[config.mk]
export PLATFORM = sky130hd
export DESIGN_NAME = mem_test_top
export DESIGN_NICKNAME = d
export VERILOG_FILES = /design/src/design/ddr_axi_pkg.sv /design/src/design/mem_test_pkg.sv /design/src/design/mem_test_regs.sv /design/src/design/memory_checker.sv /design/src/design/mem_test_top.sv
export SDC_FILE = /design/constraint.sdc
export NUM_CORES = 1
export LEC_CHECK = 0
export ABC_AREA = 1
export BUFFER_PORTS_ARGS = -buffer_cell sky130_fd_sc_hd__buf_2
export CAP_MARGIN = 25
export CORE_ASPECT_RATIO = 1.25
export CORE_UTILIZATION = 60
export CTS_CLUSTER_DIAMETER = 50
export DETAILED_ROUTE_END_ITERATION = 6
export GPL_TIMING_DRIVEN = 1
export PLACE_DENSITY_LB_ADDON = 0.1
export SYNTH_ARGS = -nofsm -noshare
export SYNTH_HDL_FRONTEND = slang
export SYNTH_SLANG_ARGS = --single-unit
export TNS_END_PERCENT = 5
[constraint.sdc]
create_clock -name iACLK -period 13.1 [get_ports iACLK]
set_clock_uncertainty 0.2 [all_clocks]
set_input_delay 0.655 -clock iACLK [delete_from_list [all_inputs] [get_ports iACLK]]
set_output_delay 0.655 -clock iACLK [all_outputs]
set_load 0.05 [all_outputs]
[src/design/ddr_axi_pkg.sv]
`default_nettype none

// ------------------------------
// AXI4 bus side of the tester
// ------------------------------
package ddr_axi_pkg;

	// bus widths, sim build uses a 64 bit data path
	localparam int AXI_DATA_W = 64;
	localparam int AXI_STRB_W = AXI_DATA_W / 8;
	localparam int AXI_ADDR_W = 33;
	localparam int AXI_RESP_W = 2;

	// fixed burst shape, incrementing
	// the slave side assumes this, no len/size/burst on the bus
	localparam int BURST_BEATS = 4;
	localparam int BEAT_CNT_W  = $clog2(BURST_BEATS);
	localparam int BEAT_LSB    = $clog2(AXI_STRB_W);
	localparam int BURST_BYTES = BURST_BEATS * AXI_STRB_W;
	// region addresses are aligned to one burst
	localparam int BURST_LSB   = $clog2(BURST_BYTES);

	// only OKAY counts as good, anything else is an error
	localparam logic [AXI_RESP_W-1:0] RESP_OKAY = 2'b00;

	// controller address map
	localparam int DDR_CS_W   = 1;
	localparam int DDR_ROW_W  = 17;
	localparam int DDR_BANK_W = 3;
	localparam int DDR_COL_W  = 10;
	localparam int DDR_DP_W   = 2;

	// one address word, two readings
	// flat byte address for stepping, fields for the array index
	typedef union packed {
		logic [AXI_ADDR_W-1:0] flat;
		struct packed {
			logic [DDR_CS_W-1:0]   cs;
			logic [DDR_ROW_W-1:0]  row;
			logic [DDR_BANK_W-1:0] bank;
			logic [DDR_COL_W-1:0]  col;
			logic [DDR_DP_W-1:0]   dp;
		} fld;
	} ddr_addr_t;

endpackage

`default_nettype wire

[src/design/mem_test_pkg.sv]
`default_nettype none

// ------------------------------
// tester register map and pattern
// ------------------------------
package mem_test_pkg;

	// register port
	localparam int REG_ADDR_W = 3;
	localparam int REG_DATA_W = 32;

	// register indices
	localparam logic [REG_ADDR_W-1:0] REG_CTRL      = 3'd0;
	localparam logic [REG_ADDR_W-1:0] REG_START     = 3'd1;
	localparam logic [REG_ADDR_W-1:0] REG_STOP      = 3'd2;
	localparam logic [REG_ADDR_W-1:0] REG_SEED      = 3'd3;
	localparam logic [REG_ADDR_W-1:0] REG_STATUS    = 3'd4;
	localparam logic [REG_ADDR_W-1:0] REG_FAIL_ADDR = 3'd5;
	localparam logic [REG_ADDR_W-1:0] REG_BURSTS    = 3'd6;

	// ctrl: write 1 to kick off a test
	localparam int CTRL_START_BIT = 0;

	// status bit positions
	localparam int STAT_RUN_BIT  = 0;
	localparam int STAT_DONE_BIT = 1;
	localparam int STAT_FAIL_BIT = 2;

	// pattern rule, beat at byte address A:
	//   upper half = A[31:0] ^ seed
	//   lower half = ~A[31:0]
	localparam int PAT_HALF_W = 32;
	localparam int SEED_W     = 32;

endpackage

`default_nettype wire

[src/design/mem_test_regs.sv]
`timescale 1ns/1ns
`default_nettype none

module mem_test_regs
	import ddr_axi_pkg::*, mem_test_pkg::*;
(
	input  wire                    iACLK,
	input  wire                    iARST,
	// controller calibration finished
	input  wire                    i_cfg_done,
	// four-phase register port
	input  wire                    i_reg_req,
	input  wire                    i_reg_wr,
	input  wire [REG_ADDR_W-1:0]   i_reg_addr,
	input  wire [REG_DATA_W-1:0]   i_reg_wdata,
	output logic                   o_reg_ack,
	output logic [REG_DATA_W-1:0]  o_reg_rdata,
	// to checker
	output logic                   o_chk_start,
	output logic [AXI_ADDR_W-1:0]  o_chk_start_addr,
	output logic [AXI_ADDR_W-1:0]  o_chk_stop_addr,
	output logic [SEED_W-1:0]      o_chk_seed,
	// from checker
	input  wire                    i_chk_run,
	input  wire                    i_chk_done,
	input  wire                    i_chk_fail,
	input  wire [AXI_ADDR_W-1:0]   i_chk_fail_addr,
	input  wire [REG_DATA_W-1:0]   i_chk_burst_count
);

	logic                  access;
	logic [REG_DATA_W-1:0] status_word;
	logic [REG_DATA_W-1:0] rd_mux;

	// ------------------------------
	// handshake
	// ------------------------------
	// one access per req, taken on the edge that raises ack
	assign access = i_reg_req && !o_reg_ack;

	always_ff @(posedge iACLK)
	begin
		if (iARST)
		begin
			o_reg_ack        <= 1'b0;
			o_chk_start      <= 1'b0;
			o_chk_start_addr <= '0;
			o_chk_stop_addr  <= '0;
			o_chk_seed       <= '0;
		end
		else
		begin
			// start is a single cycle pulse
			o_chk_start <= 1'b0;
			if (access)
			begin
				o_reg_ack <= 1'b1;
				if (i_reg_wr)
				begin
					case (i_reg_addr)
						// no start before calibration is done
						REG_CTRL:  o_chk_start <= i_reg_wdata[CTRL_START_BIT] && i_cfg_done;
						// burst offset bits dropped
						REG_START: o_chk_start_addr <= AXI_ADDR_W'({i_reg_wdata[REG_DATA_W-1:BURST_LSB],
							{BURST_LSB{1'b0}}});
						REG_STOP:  o_chk_stop_addr <= AXI_ADDR_W'({i_reg_wdata[REG_DATA_W-1:BURST_LSB],
							{BURST_LSB{1'b0}}});
						REG_SEED:  o_chk_seed <= i_reg_wdata;
						default:   ;
					endcase
				end
			end
			// ack follows req down one cycle later
			else if (!i_reg_req)
				o_reg_ack <= 1'b0;
		end
	end

	// ------------------------------
	// read side
	// ------------------------------
	always_comb
	begin
		status_word                = '0;
		status_word[STAT_RUN_BIT]  = i_chk_run;
		status_word[STAT_DONE_BIT] = i_chk_done;
		status_word[STAT_FAIL_BIT] = i_chk_fail;
	end

	always_comb
	begin
		case (i_reg_addr)
			REG_START:     rd_mux = o_chk_start_addr[REG_DATA_W-1:0];
			REG_STOP:      rd_mux = o_chk_stop_addr[REG_DATA_W-1:0];
			REG_SEED:      rd_mux = o_chk_seed;
			REG_STATUS:    rd_mux = status_word;
			REG_FAIL_ADDR: rd_mux = i_chk_fail_addr[REG_DATA_W-1:0];
			REG_BURSTS:    rd_mux = i_chk_burst_count;
			// ctrl reads as zero
			default:       rd_mux = '0;
		endcase
	end

	// read data valid together with ack
	always_ff @(posedge iACLK)
	begin
		if (access && !i_reg_wr)
			o_reg_rdata <= rd_mux;
	end

endmodule

`default_nettype wire

[src/design/memory_checker.sv]
`timescale 1ns/1ns
`default_nettype none

module memory_checker
	import ddr_axi_pkg::*, mem_test_pkg::*;
(
	input  wire                    iACLK,
	input  wire                    iARST,
	// test setup
	input  wire                    i_start,
	input  wire [AXI_ADDR_W-1:0]   i_start_addr,
	input  wire [AXI_ADDR_W-1:0]   i_stop_addr,
	input  wire [SEED_W-1:0]       i_seed,
	// test status
	output logic                   o_run,
	output logic                   o_done,
	output logic                   o_fail,
	output logic [AXI_ADDR_W-1:0]  o_fail_addr,
	output logic [REG_DATA_W-1:0]  o_burst_count,
	// write address
	output logic [AXI_ADDR_W-1:0]  o_awaddr,
	output logic                   o_awvalid,
	input  wire                    i_awready,
	// write data
	output logic [AXI_DATA_W-1:0]  o_wdata,
	output logic                   o_wlast,
	output logic                   o_wvalid,
	input  wire                    i_wready,
	// write response
	input  wire [AXI_RESP_W-1:0]   i_bresp,
	input  wire                    i_bvalid,
	output logic                   o_bready,
	// read address
	output logic [AXI_ADDR_W-1:0]  o_araddr,
	output logic                   o_arvalid,
	input  wire                    i_arready,
	// read data
	input  wire [AXI_DATA_W-1:0]   i_rdata,
	input  wire [AXI_RESP_W-1:0]   i_rresp,
	input  wire                    i_rlast,
	input  wire                    i_rvalid,
	output logic                   o_rready
);

	// ------------------------------
	// states
	// ------------------------------
	localparam logic [2:0] ST_IDLE  = 3'd0;
	localparam logic [2:0] ST_WADDR = 3'd1;
	localparam logic [2:0] ST_WDATA = 3'd2;
	localparam logic [2:0] ST_WRESP = 3'd3;
	localparam logic [2:0] ST_RADDR = 3'd4;
	localparam logic [2:0] ST_RDATA = 3'd5;
	localparam logic [2:0] ST_DONE  = 3'd6;

	logic [2:0]            state;
	ddr_addr_t             burst_addr;
	logic [BEAT_CNT_W-1:0] beat_cnt;
	logic                  burst_err;
	// setup latched at start
	logic [AXI_ADDR_W-1:0] start_q;
	logic [AXI_ADDR_W-1:0] stop_q;
	logic [SEED_W-1:0]     seed_q;
	// derived
	logic                  accept;
	logic [AXI_ADDR_W-1:0] beat_addr;
	logic [AXI_ADDR_W-1:0] next_addr;
	logic                  last_burst;
	logic [AXI_DATA_W-1:0] exp_data;
	logic                  beat_bad;

	// new test only from idle or done
	assign accept = i_start && ((state == ST_IDLE) || (state == ST_DONE));

	// byte address of current beat
	assign beat_addr  = burst_addr.flat + (AXI_ADDR_W'(beat_cnt) << BEAT_LSB);
	assign next_addr  = burst_addr.flat + AXI_ADDR_W'(BURST_BYTES);
	// stop address is exclusive
	assign last_burst = (next_addr >= stop_q);

	// pattern word, same rule for write and compare
	assign exp_data = {beat_addr[PAT_HALF_W-1:0] ^ seed_q, ~beat_addr[PAT_HALF_W-1:0]};
	// bad data or bad response
	assign beat_bad = (i_rdata != exp_data) || (i_rresp != RESP_OKAY);

	// ------------------------------
	// bus outputs
	// ------------------------------
	// all from registered state, stable until handshake
	assign o_awaddr  = burst_addr.flat;
	assign o_awvalid = (state == ST_WADDR);
	assign o_wdata   = exp_data;
	assign o_wlast   = (beat_cnt == BEAT_CNT_W'(BURST_BEATS - 1));
	assign o_wvalid  = (state == ST_WDATA);
	assign o_bready  = (state == ST_WRESP);
	assign o_araddr  = burst_addr.flat;
	assign o_arvalid = (state == ST_RADDR);
	// rready held over the whole read phase
	assign o_rready  = (state == ST_RADDR) || (state == ST_RDATA);

	assign o_run  = (state != ST_IDLE) && (state != ST_DONE);
	assign o_done = (state == ST_DONE);

	always_ff @(posedge iACLK)
	begin
		if (accept)
		begin
			start_q <= i_start_addr;
			stop_q  <= i_stop_addr;
			seed_q  <= i_seed;
		end
	end

	// ------------------------------
	// main FSM
	// ------------------------------
	always_ff @(posedge iACLK)
	begin
		if (iARST)
		begin
			state         <= ST_IDLE;
			burst_addr    <= '0;
			beat_cnt      <= '0;
			burst_err     <= 1'b0;
			o_fail        <= 1'b0;
			o_fail_addr   <= '0;
			o_burst_count <= '0;
		end
		else
		begin
			case (state)
				ST_IDLE, ST_DONE:
				begin
					if (accept)
					begin
						burst_addr.flat <= i_start_addr;
						beat_cnt        <= '0;
						burst_err       <= 1'b0;
						o_fail          <= 1'b0;
						o_fail_addr     <= '0;
						o_burst_count   <= '0;
						// empty region, nothing to do
						state           <= (i_start_addr >= i_stop_addr) ? ST_DONE : ST_WADDR;
					end
				end

				ST_WADDR:
				begin
					if (i_awready)
						state <= ST_WDATA;
				end

				ST_WDATA:
				begin
					if (i_wready)
					begin
						if (o_wlast)
						begin
							beat_cnt <= '0;
							state    <= ST_WRESP;
						end
						else
							beat_cnt <= beat_cnt + 1'b1;
					end
				end

				ST_WRESP:
				begin
					if (i_bvalid)
					begin
						// write error, report the burst base
						if (i_bresp != RESP_OKAY)
						begin
							o_fail      <= 1'b1;
							o_fail_addr <= burst_addr.flat;
							state       <= ST_DONE;
						end
						// region written, rewind for read back
						else if (last_burst)
						begin
							burst_addr.flat <= start_q;
							state           <= ST_RADDR;
						end
						else
						begin
							burst_addr.flat <= next_addr;
							state           <= ST_WADDR;
						end
					end
				end

				ST_RADDR:
				begin
					if (i_arready)
						state <= ST_RDATA;
				end

				ST_RDATA:
				begin
					if (i_rvalid)
					begin
						beat_cnt <= i_rlast ? '0 : beat_cnt + 1'b1;
						// keep first bad beat, drain the rest
						if (beat_bad && !burst_err)
						begin
							burst_err   <= 1'b1;
							o_fail_addr <= beat_addr;
						end
						if (i_rlast)
						begin
							// failing burst counts too
							o_burst_count <= o_burst_count + 1'b1;
							burst_err     <= 1'b0;
							if (burst_err || beat_bad)
							begin
								o_fail <= 1'b1;
								state  <= ST_DONE;
							end
							else if (last_burst)
								state <= ST_DONE;
							else
							begin
								burst_addr.flat <= next_addr;
								state           <= ST_RADDR;
							end
						end
					end
				end

				default:
					state <= ST_IDLE;
			endcase
		end
	end

endmodule

`default_nettype wire

[src/design/mem_test_top.sv]
`timescale 1ns/1ns
`default_nettype none

module mem_test_top
	import ddr_axi_pkg::*, mem_test_pkg::*;
(
	input  wire                    iACLK,
	input  wire                    iARST,
	input  wire                    i_cfg_done,
	// register port
	input  wire                    i_reg_req,
	input  wire                    i_reg_wr,
	input  wire [REG_ADDR_W-1:0]   i_reg_addr,
	input  wire [REG_DATA_W-1:0]   i_reg_wdata,
	output logic                   o_reg_ack,
	output logic [REG_DATA_W-1:0]  o_reg_rdata,
	// AXI4 master
	output logic [AXI_ADDR_W-1:0]  o_awaddr,
	output logic                   o_awvalid,
	input  wire                    i_awready,
	output logic [AXI_DATA_W-1:0]  o_wdata,
	output logic                   o_wlast,
	output logic                   o_wvalid,
	input  wire                    i_wready,
	input  wire [AXI_RESP_W-1:0]   i_bresp,
	input  wire                    i_bvalid,
	output logic                   o_bready,
	output logic [AXI_ADDR_W-1:0]  o_araddr,
	output logic                   o_arvalid,
	input  wire                    i_arready,
	input  wire [AXI_DATA_W-1:0]   i_rdata,
	input  wire [AXI_RESP_W-1:0]   i_rresp,
	input  wire                    i_rlast,
	input  wire                    i_rvalid,
	output logic                   o_rready,
	// test status pins
	output logic                   o_test_run,
	output logic                   o_test_done,
	output logic                   o_test_fail
);

	// ------------------------------
	// regs to checker
	// ------------------------------
	logic                  chk_start;
	logic [AXI_ADDR_W-1:0] chk_start_addr;
	logic [AXI_ADDR_W-1:0] chk_stop_addr;
	logic [SEED_W-1:0]     chk_seed;
	// checker back to regs
	logic [AXI_ADDR_W-1:0] chk_fail_addr;
	logic [REG_DATA_W-1:0] chk_burst_count;

	mem_test_regs u_regs (
		.iACLK             (iACLK),
		.iARST             (iARST),
		.i_cfg_done        (i_cfg_done),
		.i_reg_req         (i_reg_req),
		.i_reg_wr          (i_reg_wr),
		.i_reg_addr        (i_reg_addr),
		.i_reg_wdata       (i_reg_wdata),
		.o_reg_ack         (o_reg_ack),
		.o_reg_rdata       (o_reg_rdata),
		.o_chk_start       (chk_start),
		.o_chk_start_addr  (chk_start_addr),
		.o_chk_stop_addr   (chk_stop_addr),
		.o_chk_seed        (chk_seed),
		.i_chk_run         (o_test_run),
		.i_chk_done        (o_test_done),
		.i_chk_fail        (o_test_fail),
		.i_chk_fail_addr   (chk_fail_addr),
		.i_chk_burst_count (chk_burst_count)
	);

	// status pins come straight off the checker
	memory_checker u_checker (
		.iACLK         (iACLK),
		.iARST         (iARST),
		.i_start       (chk_start),
		.i_start_addr  (chk_start_addr),
		.i_stop_addr   (chk_stop_addr),
		.i_seed        (chk_seed),
		.o_run         (o_test_run),
		.o_done        (o_test_done),
		.o_fail        (o_test_fail),
		.o_fail_addr   (chk_fail_addr),
		.o_burst_count (chk_burst_count),
		.o_awaddr      (o_awaddr),
		.o_awvalid     (o_awvalid),
		.i_awready     (i_awready),
		.o_wdata       (o_wdata),
		.o_wlast       (o_wlast),
		.o_wvalid      (o_wvalid),
		.i_wready      (i_wready),
		.i_bresp       (i_bresp),
		.i_bvalid      (i_bvalid),
		.o_bready      (o_bready),
		.o_araddr      (o_araddr),
		.o_arvalid     (o_arvalid),
		.i_arready     (i_arready),
		.i_rdata       (i_rdata),
		.i_rresp       (i_rresp),
		.i_rlast       (i_rlast),
		.i_rvalid      (i_rvalid),
		.o_rready      (o_rready)
	);

endmodule

`default_nettype wire

# Word-level counts from Yosys, hierarchy flattened

Cells that the tools add are included.

Flip-flop bits (word level): 310
Bits in latches: 0
Bits in writable memories: 0
ROM bits: 0
Bits of input ports: 114
Output and inout port bits: 172
Word-level logic and storage cells: 144
Memories kept: 0

Add/subtract/negate cells: 4
Multiply operators: 0
Div/mod/pow operators: 0
$lt $le $gt $ge: 2
Equal/unequal tests: 31
Shift-type cells: 0
Multiplexer cells: 53
Bitwise logic cells: 5
Reductions and logical operators: 33

Operators by type and width:

| cell                                                | count |
|---|---|
| 2-to-1 mux 33 bit                                   | 8 |
| 2-to-1 mux 32 bit                                   | 8 |
| one-hot mux 32 bit (6 select lines)                 | 1 |
| one-hot mux 33 bit (3 select lines)                 | 1 |
| one-hot mux 32 bit (3 select lines)                 | 1 |
| != test 64 bit                                      | 1 |
| one-hot mux 32 bit (2 select lines)                 | 1 |
| 2-to-1 mux 3 bit                                    | 12 |
| adder 33 x 6 -> 33 bit, second input constant       | 1 |
| >= comparator 33 x 32 -> 1 bit                      | 1 |
| adder 32 x 1 -> 32 bit, second input constant       | 1 |
| adder 32 x 5 -> 32 bit                              | 1 |
| >= comparator 32 bit                                | 1 |
| inverter 32 bit                                     | 1 |
| bitwise XOR 32 bit                                  | 1 |
| equality test 3 bit, second input constant          | 6 |
| != test 2 bit, second input constant                | 9 |
| one-hot mux 3 bit (6 select lines)                  | 1 |
| AND reduction 8 bit                                 | 2 |
| equality test 3 x 2 -> 1 bit, second input constant | 4 |
| 2-to-1 mux 2 bit                                    | 6 |
| != test 2 x 1 -> 1 bit, second input constant       | 6 |
| AND reduction 4 bit                                 | 3 |
| 2-to-1 mux 1 bit                                    | 11 |
| other kinds (19)                                    | 40 |

# Longest topological paths before layout

Gate-level depths: netlist of the first run.

Depth after elaboration: 9
Gate-level depth with buffers: 27
Mapped depth without buffers: 25

# Modules after synthesis

A second synthesis of the first run with hierarchy kept.

Cell total of the unflattened synthesis: 2913
Area, all modules: 19991.7 µm²

By module, submodules not included:

| module         | times used | cells an instance | area each (µm²) | seq. area each (µm²) |
|---|---|---|---|---|
| memory_checker | 1          | 2014              | 14054.7         | 5044.8 |
| mem_test_regs  | 1          | 899               | 5936.9          | 2722.6 |

# Worst setup path before layout of the first run

OpenSTA, ideal clock, no wires.

Kind: register to register
From: register u_checker.state[2]
To: register u_checker.o_burst_count[10]
Library setup time: 0.132 ns
Arrival time: 6.464 ns
Data required time: 12.768 ns
Path slack: 6.304 ns
Stages on the path, launching flop included: 10
Buffers on the path: 2
Clock period less this slack: 6.796 ns
Cell sequence: dfxtp_1 > buf_4 > inv_2 > nor2_1 > a21oi_1 > nor2_1 > nor2_1 > inv_1 > clkbuf_1 > nor3_1

Longest elaborated chain between the ends: 5
Elaborated cells between the ends (all ways): 12
Classes of those cells: 5 x eq/ne; 1 x mux; 6 x reduce/logical

Ends and longest elaborated chain:

| element                                 | line                  | text |
|---|---|---|
| from (decl)                             | memory_checker.sv:56  | `logic [2:0] state;` |
| from (signal assigned)                  | memory_checker.sv:143 | `state <= (i_start_addr >= i_stop_addr) ? ST_DONE : ST_WADDR;` |
| equality test 3 bit                     | --                    |  |
| net o_test_done                         | mem_test_top.sv:38    | `output logic o_test_done,` |
| logical OR 1 bit                        | memory_checker.sv:73  | `assign accept = i_start && ((state == ST_IDLE) \|\| (state == ST_DONE));` |
| logical AND 1 bit                       | memory_checker.sv:73  |  |
| net u_checker.accept                    | memory_checker.sv:65  | `logic accept;` |
| != test 2 x 1 -> 1 bit (no source line) | --                    |  |
| AND reduction 4 bit (no source line)    | --                    |  |
| to (signal assigned)                    | memory_checker.sv:212 | `o_burst_count <= o_burst_count + 1'b1;` |
| to (decl)                               | memory_checker.sv:19  | `output logic [REG_DATA_W-1:0] o_burst_count,` |

The timed path passes the listed nets, and every way through them passes these cells.
A chain may end at the register's enable or synchronous reset.

# Worst setup path after layout of the first run

From: register u_checker.burst_addr (netlist bit u_checker.o_araddr[8])
To: register u_checker.burst_addr (netlist bit u_checker.o_araddr[30])

Longest elaborated chain between the ends: 7
Elaborated cells between the ends (all ways): 19
Classes of those cells: 2 x add/sub; 1 x order compare; 3 x eq/ne; 8 x mux; 2 x bitwise; 3 x reduce/logical

Ends and longest elaborated chain:

| element                                                        | line                 | text |
|---|---|---|
| from (decl)                                                    | memory_checker.sv:57 | `ddr_addr_t burst_addr;` |
| branches (longest 7 deep; another with adder 33 x 6 -> 33 bit) | --                   |  |

Parallel ways; which one is timed is not known. The select of a mux whose other input is x is not followed.

==> impl_metrics.toml, run 1 <==
[outcome]
status = "finished, violations left"
violations = "DRC"

[clock_network]
clock_latency_ns = 0.56
cts_tree = "built"
cts_buffers = 30
cts_max_level = 1
post_cts_buffers = 0
cts_sinks = 303
clk_pin_slew_ns = 0.06
cts-root-buf = "clkbuf_16"
hold_buffers = 0
ctsResizeCount = 0
clock_path_buffers = 3

[synthesis]
synthDistinctLibCells = 52
synth.most_common_cell = "nand2_1"
yosysTopAreaCell = "dfxtp_1"
netlist_instances = 2345
syn_area_sq_um = 17000
netlist_top_cells_count = "nand2_1 (539), nor2_1 (345), inv_1 (312), dfxtp_1 (185), o21ai_0 (148)"
yosysWarnings = 0
yosysTopAreaCellShare = 0.217
ys_seq_area_frac = 0.425
synth_area_leaders = "dfxtp_1 (22%), edfxtp_1 (21%), nand2_1 (12%)"
ys.flop_type = "dfxtp_1"
synth_seq_cells = 303
syn_area_per_cell_sq_um = 7.27
synth-async-reset-ratio = 0
synth_edf_count = 118

[critical_path]
arrival_ns = 5.53
required_ns = 13.34
cp_max_fo = 55
path_class = "flop to flop"
worstSetupEndpointType = "flop"
worstSetupStartpointType = "flop"

[global_routing]
antenna_found_initial = 1
grt_max_degree = 85
grt-ovfl-total = 0
grt_pass1_vias = 16200
grt_usage = 0.429
grt_pass1_wl_microns = 93600

[detailed_routing]
wl_per_cell_microns = 21.7
dr.pass1.iters = 7
viasPerCell = 5.87
dr_total_vias = 17100
wirelength_microns = 63200
drtIter0Drc = 2291
ant_nets = 0
drcViolationCount = 35

[timing]
slew_headroom = 0.390
hold_viol = 0
slew_viol_final = 0
min_period_ns = 5.29
rsz0062_at_grt = "no"
finalSetupViolCount = 0
min_period_over_period = 0.404
tightest_slew_ns = 0.907
finalSetupTns_ns = 0
max_freq_mhz = 189

[power]
power_density_nw_per_um2 = 201
max-vdd-ir-drop_mv = 0.191
p_leak_nw = 8.89
finalPower_mw = 3.88

[flow_run]
max_cap_violations = 0

[cells_and_area]
drive_above_1_share = 0.153
area_growth_pct = 13.3
diodes = 0
layout.nets = 2714

[place]
io_buffers = 272
routabilityCongestion = 1.07
hpwl_microns = 46700

[floorplanning]
die_h_microns = 190
io_pins = 286
die_x_microns = 153
fp.dieArea_sq_um = 29100
start_util = 0.614
rows = 68
fp.coreArea_sq_um = 27700

[hold_path]
hp-class = "input pin to flop"
## state kept, by name (all words and copies together) (netlist names)
name / flops
u_checker.o_fail: 1
u_regs.o_reg_rdata: 32
u_checker.stop_q: 27
u_regs.o_chk_seed: 32
u_regs.o_chk_start_addr: 27
u_checker.state: 3
u_checker.beat_cnt: 2
u_regs.o_reg_ack: 1
u_regs.o_chk_start: 1
u_checker.o_fail_addr: 30
u_checker.o_burst_count: 32
u_checker.seed_q: 32
u_checker.start_q: 27
u_checker.burst_err: 1
u_regs.o_chk_stop_addr: 27
u_checker.o_araddr: 28
## cells by family after synthesis
family                   share of synthesized area
other                                     0.000441
AND/OR/NAND/NOR                              0.267
buffers and inverters                        0.119
adder cells (fa/ha/maj)                     0.0419
AO/OA/AOI/OAI                                0.122
XOR/XNOR                                    0.0236
flip-flops                                   0.425
## stage by stage
stage / cell area [sq um] / std cells / worst slack, ns / util / hold WS [ns]
after floorplan: 17100 / 2356 / 6.30 / - / 0.208
after global placement: 18300 / 2857 / 8.14 / 0.658 / 0.212
after detailed placement: 18300 / 2859 / 8.10 / 0.660 / 0.213
after CTS: 19300 / 2915 / 8.01 / 0.694 / 0.117
after global routing: 19300 / 2917 / 7.59 / 0.696 / 0.124
final: 19300 / 2917 / 7.81 / 0.696 / 0.118
## cells in the final DEF (no fill, tap or decap), drive strengths merged, types with 5 or more instances in the layout
cell type  instances
nand2            545
nor2             353
inv              335
buf              292
dfxtp            185
o21ai            158
edfxtp           118
a21oi            114
nand3             94
ha                57
nor3              42
clkbuf            39
xor2              30
o22ai             30
nand4             26
a221oi            22
nor4              17
or2               17
o221ai            16
xnor2             16
clkinv            15
conb              13
o211ai             5
## worst max-delay path: stages (launching register included)
cell and delay (ns):
dfxtp_1 0.71, inv_1 0.42, nor4_1 0.46, nand2_1 0.14, nor2_1 0.21, xor2_1 0.26, inv_1 0.12, ha_1 0.29
nand2_1 0.07, nor2_1 0.22, inv_1 0.06, nor2_1 0.08, nand2_1 0.06, nand3_1 0.09, a21oi_1 0.08, nor2_2 0.16
inv_2 0.05, nand2_2 0.53, a21oi_2 0.15, nand2_4 0.48, nand2_1 0.13, nand2_1 0.09, nor2_1 0.07
## layer usage
metal  GRT usage  share of wire  wire [microns]  up-vias
met4       0.274          0.070            4430        2
met3      0.0950           0.12            7500      241
met5           0        0.00016              10        -
li1            -              -               -     7938
met2       0.722           0.46           29200     1155
met1       0.496           0.35           22100     7788
## power by group
part / switching [mW] / internal (mW) / leakage, nW
sequential: 0.184 / 1.07 / 2.60
combinational: 1.35 / 0.420 / 5.82
clock: 0.377 / 0.481 / 0.480
total: 1.91 / 1.97 / 8.89
## cell type report
cell class / instances / area [sq um]
fillers: 2368 / 8420
multi-input cells: 1581 / 7830
inverters: 335 / 1260
clock inverters: 17 / 149
well taps: 350 / 438
repair buffers: 292 / 1570
flip-flops and latches: 303 / 7250
clock buffers: 39 / 816
## final timing paths
check | depth (start not counted) | start | slack (ns) | end
worst max-delay path | 22 | u_checker.o_araddr[8]$_SDFFE_PP0P_ | 7.81 | u_checker.o_araddr[30]$_SDFFE_PP0P_
worst min-delay path | 3 | i_reg_req | 0.12 | u_regs.o_reg_ack$_SDFFE_PP0P_
worst max register to register | 22 | u_checker.o_araddr[8]$_SDFFE_PP0P_ | 7.81 | u_checker.o_araddr[30]$_SDFFE_PP0P_
worst min register to register | 0 | u_regs.o_chk_stop_addr[15]$_SDFFE_PP0P_ | 0.23 | u_checker.stop_q[15]$_DFFE_PP_
Note: power is estimated with default switching activity, not from simulation.
==> run 2: changes to the inputs <==
--- a/config.mk
+++ b/config.mk
@@ -9,7 +9,7 @@
 export BUFFER_PORTS_ARGS = -buffer_cell sky130_fd_sc_hd__buf_2
 export CAP_MARGIN = 25
 export CORE_ASPECT_RATIO = 1.25
-export CORE_UTILIZATION = 60
+export CORE_UTILIZATION = 52
 export CTS_CLUSTER_DIAMETER = 50
 export DETAILED_ROUTE_END_ITERATION = 6
 export GPL_TIMING_DRIVEN = 1
==> constraint.sdc (replaced) <==
create_clock -name iACLK -period 4.5 [get_ports iACLK]
set_clock_uncertainty 0.2 [all_clocks]
set_input_delay 0.225 -clock iACLK [delete_from_list [all_inputs] [get_ports iACLK]]
set_output_delay 0.225 -clock iACLK [all_outputs]
set_load 0.05 [all_outputs]
==> impl_metrics.toml, run 2 (same netlist as run 1, synthesis figures left out) <==
[floorplanning]
die_x_microns = 164
start_util = 0.531
rows = 73
fp.coreArea_sq_um = 32100
fp.dieArea_sq_um = 33500
io_pins = 286
die_h_microns = 204

[power]
sw_frac_of_total = 0.487
finalPower_mw = 11.7
internal_power_mw = 6.00
power_frac_seq = 0.298
combPwrFrac = 0.478
power_density_nw_per_um2 = 579
power.switching_mw = 5.69
max-vdd-ir-drop_mv = 0.639
clock_power_share = 0.223
p_leak_nw = 9.29

[clock_network]
cts_tree = "built"
cts_max_level = 1
clk_pin_slew_ns = 0.07
clock_path_buffers = 3
cts_buffers = 31
cts-root-buf = "clkbuf_16"
clock_latency_ns = 0.60
cts_sinks = 303

[cells_and_area]
multi_input_area_sq_um = 7890
drive_above_1_share = 0.164
fill_cells = 2911
final_util = 0.630
mostFrequentLayoutCells = "nand2_1 (539), nor2_1 (342), inv_1 (312)"
layout.nets = 2792
final_common_cell = "nand2_1"
ff_latch_area_sq_um = 7250
area_growth_pct = 18.5

[detailed_routing]
wirelength_microns = 65200
drtIter0Drc = 1714
viasPerCell = 5.61
drcViolationCount = 0
ant_nets = 0
wl_per_cell_microns = 21.3
dr_total_vias = 17100
dr.pass1.iters = 5

[global_routing]
antenna_found_initial = 0
grt_max_degree = 85
grt_pass1_wl_microns = 95000
grt-ovfl-total = 0
grt_usage = 0.385
grt_pass1_vias = 16200

[timing]
finalSetupTns_ns = 0
slew_viol_final = 0
worst_slack_ns = 0.367
min_period_over_period = 0.919
max_freq_mhz = 242
tightest_slew_ns = 1.12
rsz0062_at_grt = "no"
finalSetupViolCount = 0
holdWs_ns = 0.0155
min_period_ns = 4.13
hold_viol = 0
slew_headroom = 0.244

[flow_run]
max_cap_violations = 0

[place]
routabilityCongestion = 1.01
place_ws_ns = 0.195
hpwl_microns = 48400
io_buffers = 272

[critical_path]
worstSetupStartpointType = "flop"
required_ns = 4.79
path_class = "flop to flop"
cp_max_fo = 17
worstSetupEndpointType = "flop"
arrival_ns = 4.42

[outcome]
status = "completed"

[hold_path]
hp-class = "input pin to flop"
[run 2: critical path, stage by stage, from the launching register on]
cell and delay (ns):
dfxtp_1 0.54, inv_1 0.27, nor4_1 0.40, nand2_1 0.13, nor2_1 0.20, xor2_1 0.24, inv_1 0.10, ha_1 0.28
nand2_1 0.06, nor2_1 0.23, inv_1 0.06, nor2_1 0.09, nand2_1 0.06, nand3_1 0.08, a21oi_1 0.08, nor2_2 0.16
inv_2 0.05, nand2_2 0.11, buf_4 0.26, nand2_1 0.07, nand3_1 0.07, nand2_1 0.11, nor2_1 0.11, nor2_1 0.06
[run 2: cell type report]
class / count / area share
antenna: 1 / 0.000124
clock buffer: 39 / 0.0445
clock inverter: 18 / 0.00613
inverter: 335 / 0.0623
multi-input combinational: 1583 / 0.391
sequential: 303 / 0.359
tap: 412 / 0.0255
timing repair buffer: 367 / 0.112
[run 2: path summary, 6_finish.rpt]
| path | start | to | slack (ns) | cells past startpoint |
|---|---|---|---|---|
| hold reg to reg | u_regs.o_chk_stop_addr[25]$_SDFFE_PP0P_ | u_checker.stop_q[25]$_DFFE_PP_ | 0.23 | 0 |
| hold / removal | i_bresp[0] | u_checker.state[0]$_SDFFE_PP0P_ | 0.02 | 8 |
| setup reg to reg | u_checker.o_araddr[8]$_SDFFE_PP0P_ | u_checker.o_araddr[8]$_SDFFE_PP0P_ | 0.37 | 23 |
| setup / recovery | u_checker.o_araddr[8]$_SDFFE_PP0P_ | u_checker.o_araddr[8]$_SDFFE_PP0P_ | 0.37 | 23 |
[run 2: per-layer routing]
metal | track usage | wire length [microns] | up-vias
li1 | - | - | 8098
met1 | 0.475 | 25200 | 7887
met2 | 0.633 | 30000 | 985
met3 | 0.0625 | 6170 | 176
met4 | 0.221 | 3940 | 0
met5 | 0 | 0 | -
[run 2: power by group through the flow]
stage | logic [mW] | clock network (mW) | registers [mW]
3_5_place_dp | 5.33 | 0 | 3.53
2_1_floorplan | 3.67 | 0 | 3.77
6_report | 5.59 | 2.61 | 3.49
3_3_place_gp | 5.27 | 0 | 3.52
4_1_cts | 5.39 | 2.60 | 3.47
5_1_grt | 5.99 | 2.72 | 3.51
[run 2: repair_timing]
item                                   in CTS  in global routing
endpoints found under the hold margin     121                  0
resized for setup                           0                  7
hold buffers                               45                  0
buffers inserted                            0                  1
setup endpoints to repair                   0                 29
[run 2: stage by stage]
stage / area [sq um] / instances
final: 20200 / 3058
after global routing: 20200 / 3057
after CTS: 20100 / 3053
after detailed placement: 18600 / 2951
after global placement: 18600 / 2951
after floorplan: 17100 / 2356
==> run 3: changes to the inputs <==
--- a/config.mk
+++ b/config.mk
@@ -14,6 +14,7 @@
 export DETAILED_ROUTE_END_ITERATION = 6
 export GPL_TIMING_DRIVEN = 1
 export PLACE_DENSITY_LB_ADDON = 0.1
+export REMOVE_ABC_BUFFERS = 1
 export SYNTH_ARGS = -nofsm -noshare
 export SYNTH_HDL_FRONTEND = slang
 export SYNTH_SLANG_ARGS = --single-unit
==> constraint.sdc (replaced) <==
create_clock -name iACLK -period 3.65 [get_ports iACLK]
set_clock_uncertainty 0.2 [all_clocks]
set_input_delay 0.1825 -clock iACLK [delete_from_list [all_inputs] [get_ports iACLK]]
set_output_delay 0.1825 -clock iACLK [all_outputs]
set_load 0.05 [all_outputs]
==> impl_metrics.toml, run 3 (same netlist as run 1, synthesis figures left out) <==
[detailed_routing]
drtIter0Drc = 1633
ant_nets = 0
wirelength_microns = 68100
viasPerCell = 5.62
drcViolationCount = 0
dr.pass1.iters = 6
wl_per_cell_microns = 21.5
dr_total_vias = 17800

[place]
routabilityCongestion = 1.03
io_buffers = 272
dp.cells = 3047
place_ws_ns = -0.443
hpwl_microns = 50000

[global_routing]
grt_use_met1 = 0.484
met3_usage = 0.0862
antenna_found_initial = 1
grt_pass1_vias = 16800
grt_max_degree = 109
grt_usage = 0.402
busiest_layer = "met2"
grt_pass1_wl_microns = 99000
grt_use_met2 = 0.662
grt-ovfl-total = 0

[critical_path]
reg2reg_slack_ns = 0.02
worstSetupStartpointType = "flop"
path_class = "flop to flop"
cp_cell_sequence = "nand2_1 -> buf_4 -> nor2_1 -> nand3_1 -> buf_4 -> xor2_1 -> inv_1 -> ha_1 -> nand2_1 -> nor4_4 -> a21oi_2 -> nor2_2 -> buf_4 -> inv_2 -> nand2_4 -> a21oi_4 -> nand2_4 -> buf_12 -> nand2_1 -> nand2_1 -> nor2_1"
cp_slowest_stage_delay_ns = 0.45
r2r-start = "u_checker.o_araddr[23]$_SDFFE_PP0P_"
r2r-end = "u_checker.o_araddr[17]$_SDFFE_PP0P_"
cp_max_fo = 29
required_ns = 3.88
arrival_ns = 3.87
crit_path_top_delay_cell = "dfxtp_1"
crit_top_cell = "nand2_1"
reg2reg_depth = 21
worstSetupEndpointType = "flop"

[cells_and_area]
final_common_cell = "nand2_1"
mostFrequentLayoutCells = "nand2_1 (532), nor2_1 (332), inv_1 (308)"
layout.nets = 2904
fill_cells = 2828
multi_input_area_sq_um = 8080
area_growth_pct = 26.3
instances_no_fill = 3173
drive_above_1_share = 0.213
ff_latch_area_sq_um = 7270

[hold_path]
hp-class = "input pin to flop"
hold_end = "u_checker.state[1]$_SDFFE_PP0P_"
hold_depth = 6
holdCritStartpoint = "i_arready"

[timing]
slew_viol_final = 0
min_period_ns = 3.63
slew_headroom = 0.280
rsz0062_at_grt = "yes"
worst_slack_ns = 0.0176
min_period_over_period = 0.995
holdWs_ns = 0.0659
finalSetupViolCount = 0
tightest_slew_ns = 1.08
max_freq_mhz = 275
hold_viol = 0

[clock_network]
cts_max_level = 2
clock_path_buffers = 3
cts_buffers = 36
clk_pin_slew_ns = 0.07
cts_tree = "built"
cts_sinks = 303
cts-root-buf = "clkbuf_16"
clock_latency_ns = 0.55

[floorplanning]
start_util = 0.531
io_pins = 286
rows = 73
die_h_microns = 204
fp.dieArea_sq_um = 33500
die_x_microns = 164
fp.coreArea_sq_um = 32100

[outcome]
status = "completed"

[flow_run]
max_cap_violations = 0

[power]
p_leak_nw = 10.0
max-vdd-ir-drop_mv = 0.615
power_density_nw_per_um2 = 721
[run 3: layout make-up]
class | instances | area share
Clock buffer | 43 | 0.0441
Clock inverter | 22 | 0.0122
Multi-Input combinational cell | 1581 | 0.376
Inverter | 335 | 0.0585
Antenna cell | 1 | 0.000116
Sequential cell | 303 | 0.338
Timing Repair Buffer | 476 | 0.148
Tap cell | 412 | 0.0240
[run 3: metrics by stage]
step / TNS [ns] / util / area (sq um) / total power, mW
floorplan: -398.87 / - / 16300 / 8.75
global placement: -13.77 / 0.605 / 19400 / 11.3
detailed placement: -12.83 / 0.605 / 19400 / 11.4
CTS: 0 / 0.662 / 21200 / 15.2
global route: -4.73 / 0.671 / 21500 / 16.2
finish: 0 / 0.671 / 21500 / 15.5
[run 3: how the worst max path moves through the flow]
stage / startpoint / cells after the start / endpoint / slack, ns
finish: u_checker.o_araddr[23]$_SDFFE_PP0P_ / 21 / u_checker.o_araddr[17]$_SDFFE_PP0P_ / 0.02
global route: u_checker.o_araddr[11]$_SDFFE_PP0P_ / 24 / u_checker.o_araddr[17]$_SDFFE_PP0P_ / -0.20
CTS: u_checker.o_araddr[9]$_SDFFE_PP0P_ / 25 / u_checker.o_araddr[10]$_SDFFE_PP0P_ / 0.01
detailed placement: u_checker.o_araddr[7]$_SDFFE_PP0P_ / 24 / u_checker.o_araddr[31]$_SDFFE_PP0P_ / -0.44
global placement: u_checker.o_araddr[7]$_SDFFE_PP0P_ / 24 / u_checker.o_araddr[18]$_SDFFE_PP0P_ / -0.47
floorplan: u_checker.state[2]$_SDFFE_PP0P_ / 8 / u_checker.o_burst_count[15]$_SDFFE_PP0P_ / -3.74
[run 3: power breakdown]
| part | internal [mW] | switching, mW | total, mW |
|---|---|---|---|
| clock network | 2.17 | 1.53 | 3.70 |
| registers | 3.86 | 0.325 | 4.18 |
| logic | 2.26 | 5.38 | 7.64 |
[run 3: critical path: cells and delay by family, from the launching register on]
kind | cells | cell delay [ns]
xor gates and xnor gates | 1 | 0.18
buffers and inverters | 6 | 0.75
DFF | 1 | 0.45
adders and majority gates | 1 | 0.29
and+or+nand+nor | 11 | 1.49
AOI/OAI and AO/OA | 2 | 0.17
[run 3: what timing repair did]
| item | 4_1_cts | 5_1_grt |
|---|---|---|
| endpoints found under the hold margin | 124 | 0 |
| gates cloned | 0 | 3 |
| gates resized for setup | 19 | 50 |
| setup endpoints to repair | 31 | 31 |
| setup buffers | 3 | 5 |
| pin swaps | 4 | 21 |
| hold buffers | 49 | 0 |
[run 3: metal layers]
metal	wire, microns	vias to the layer above
li1	-	8315
met1	25600	8309
met2	31700	975
met3	6590	229
met4	4240	2
met5	15	-
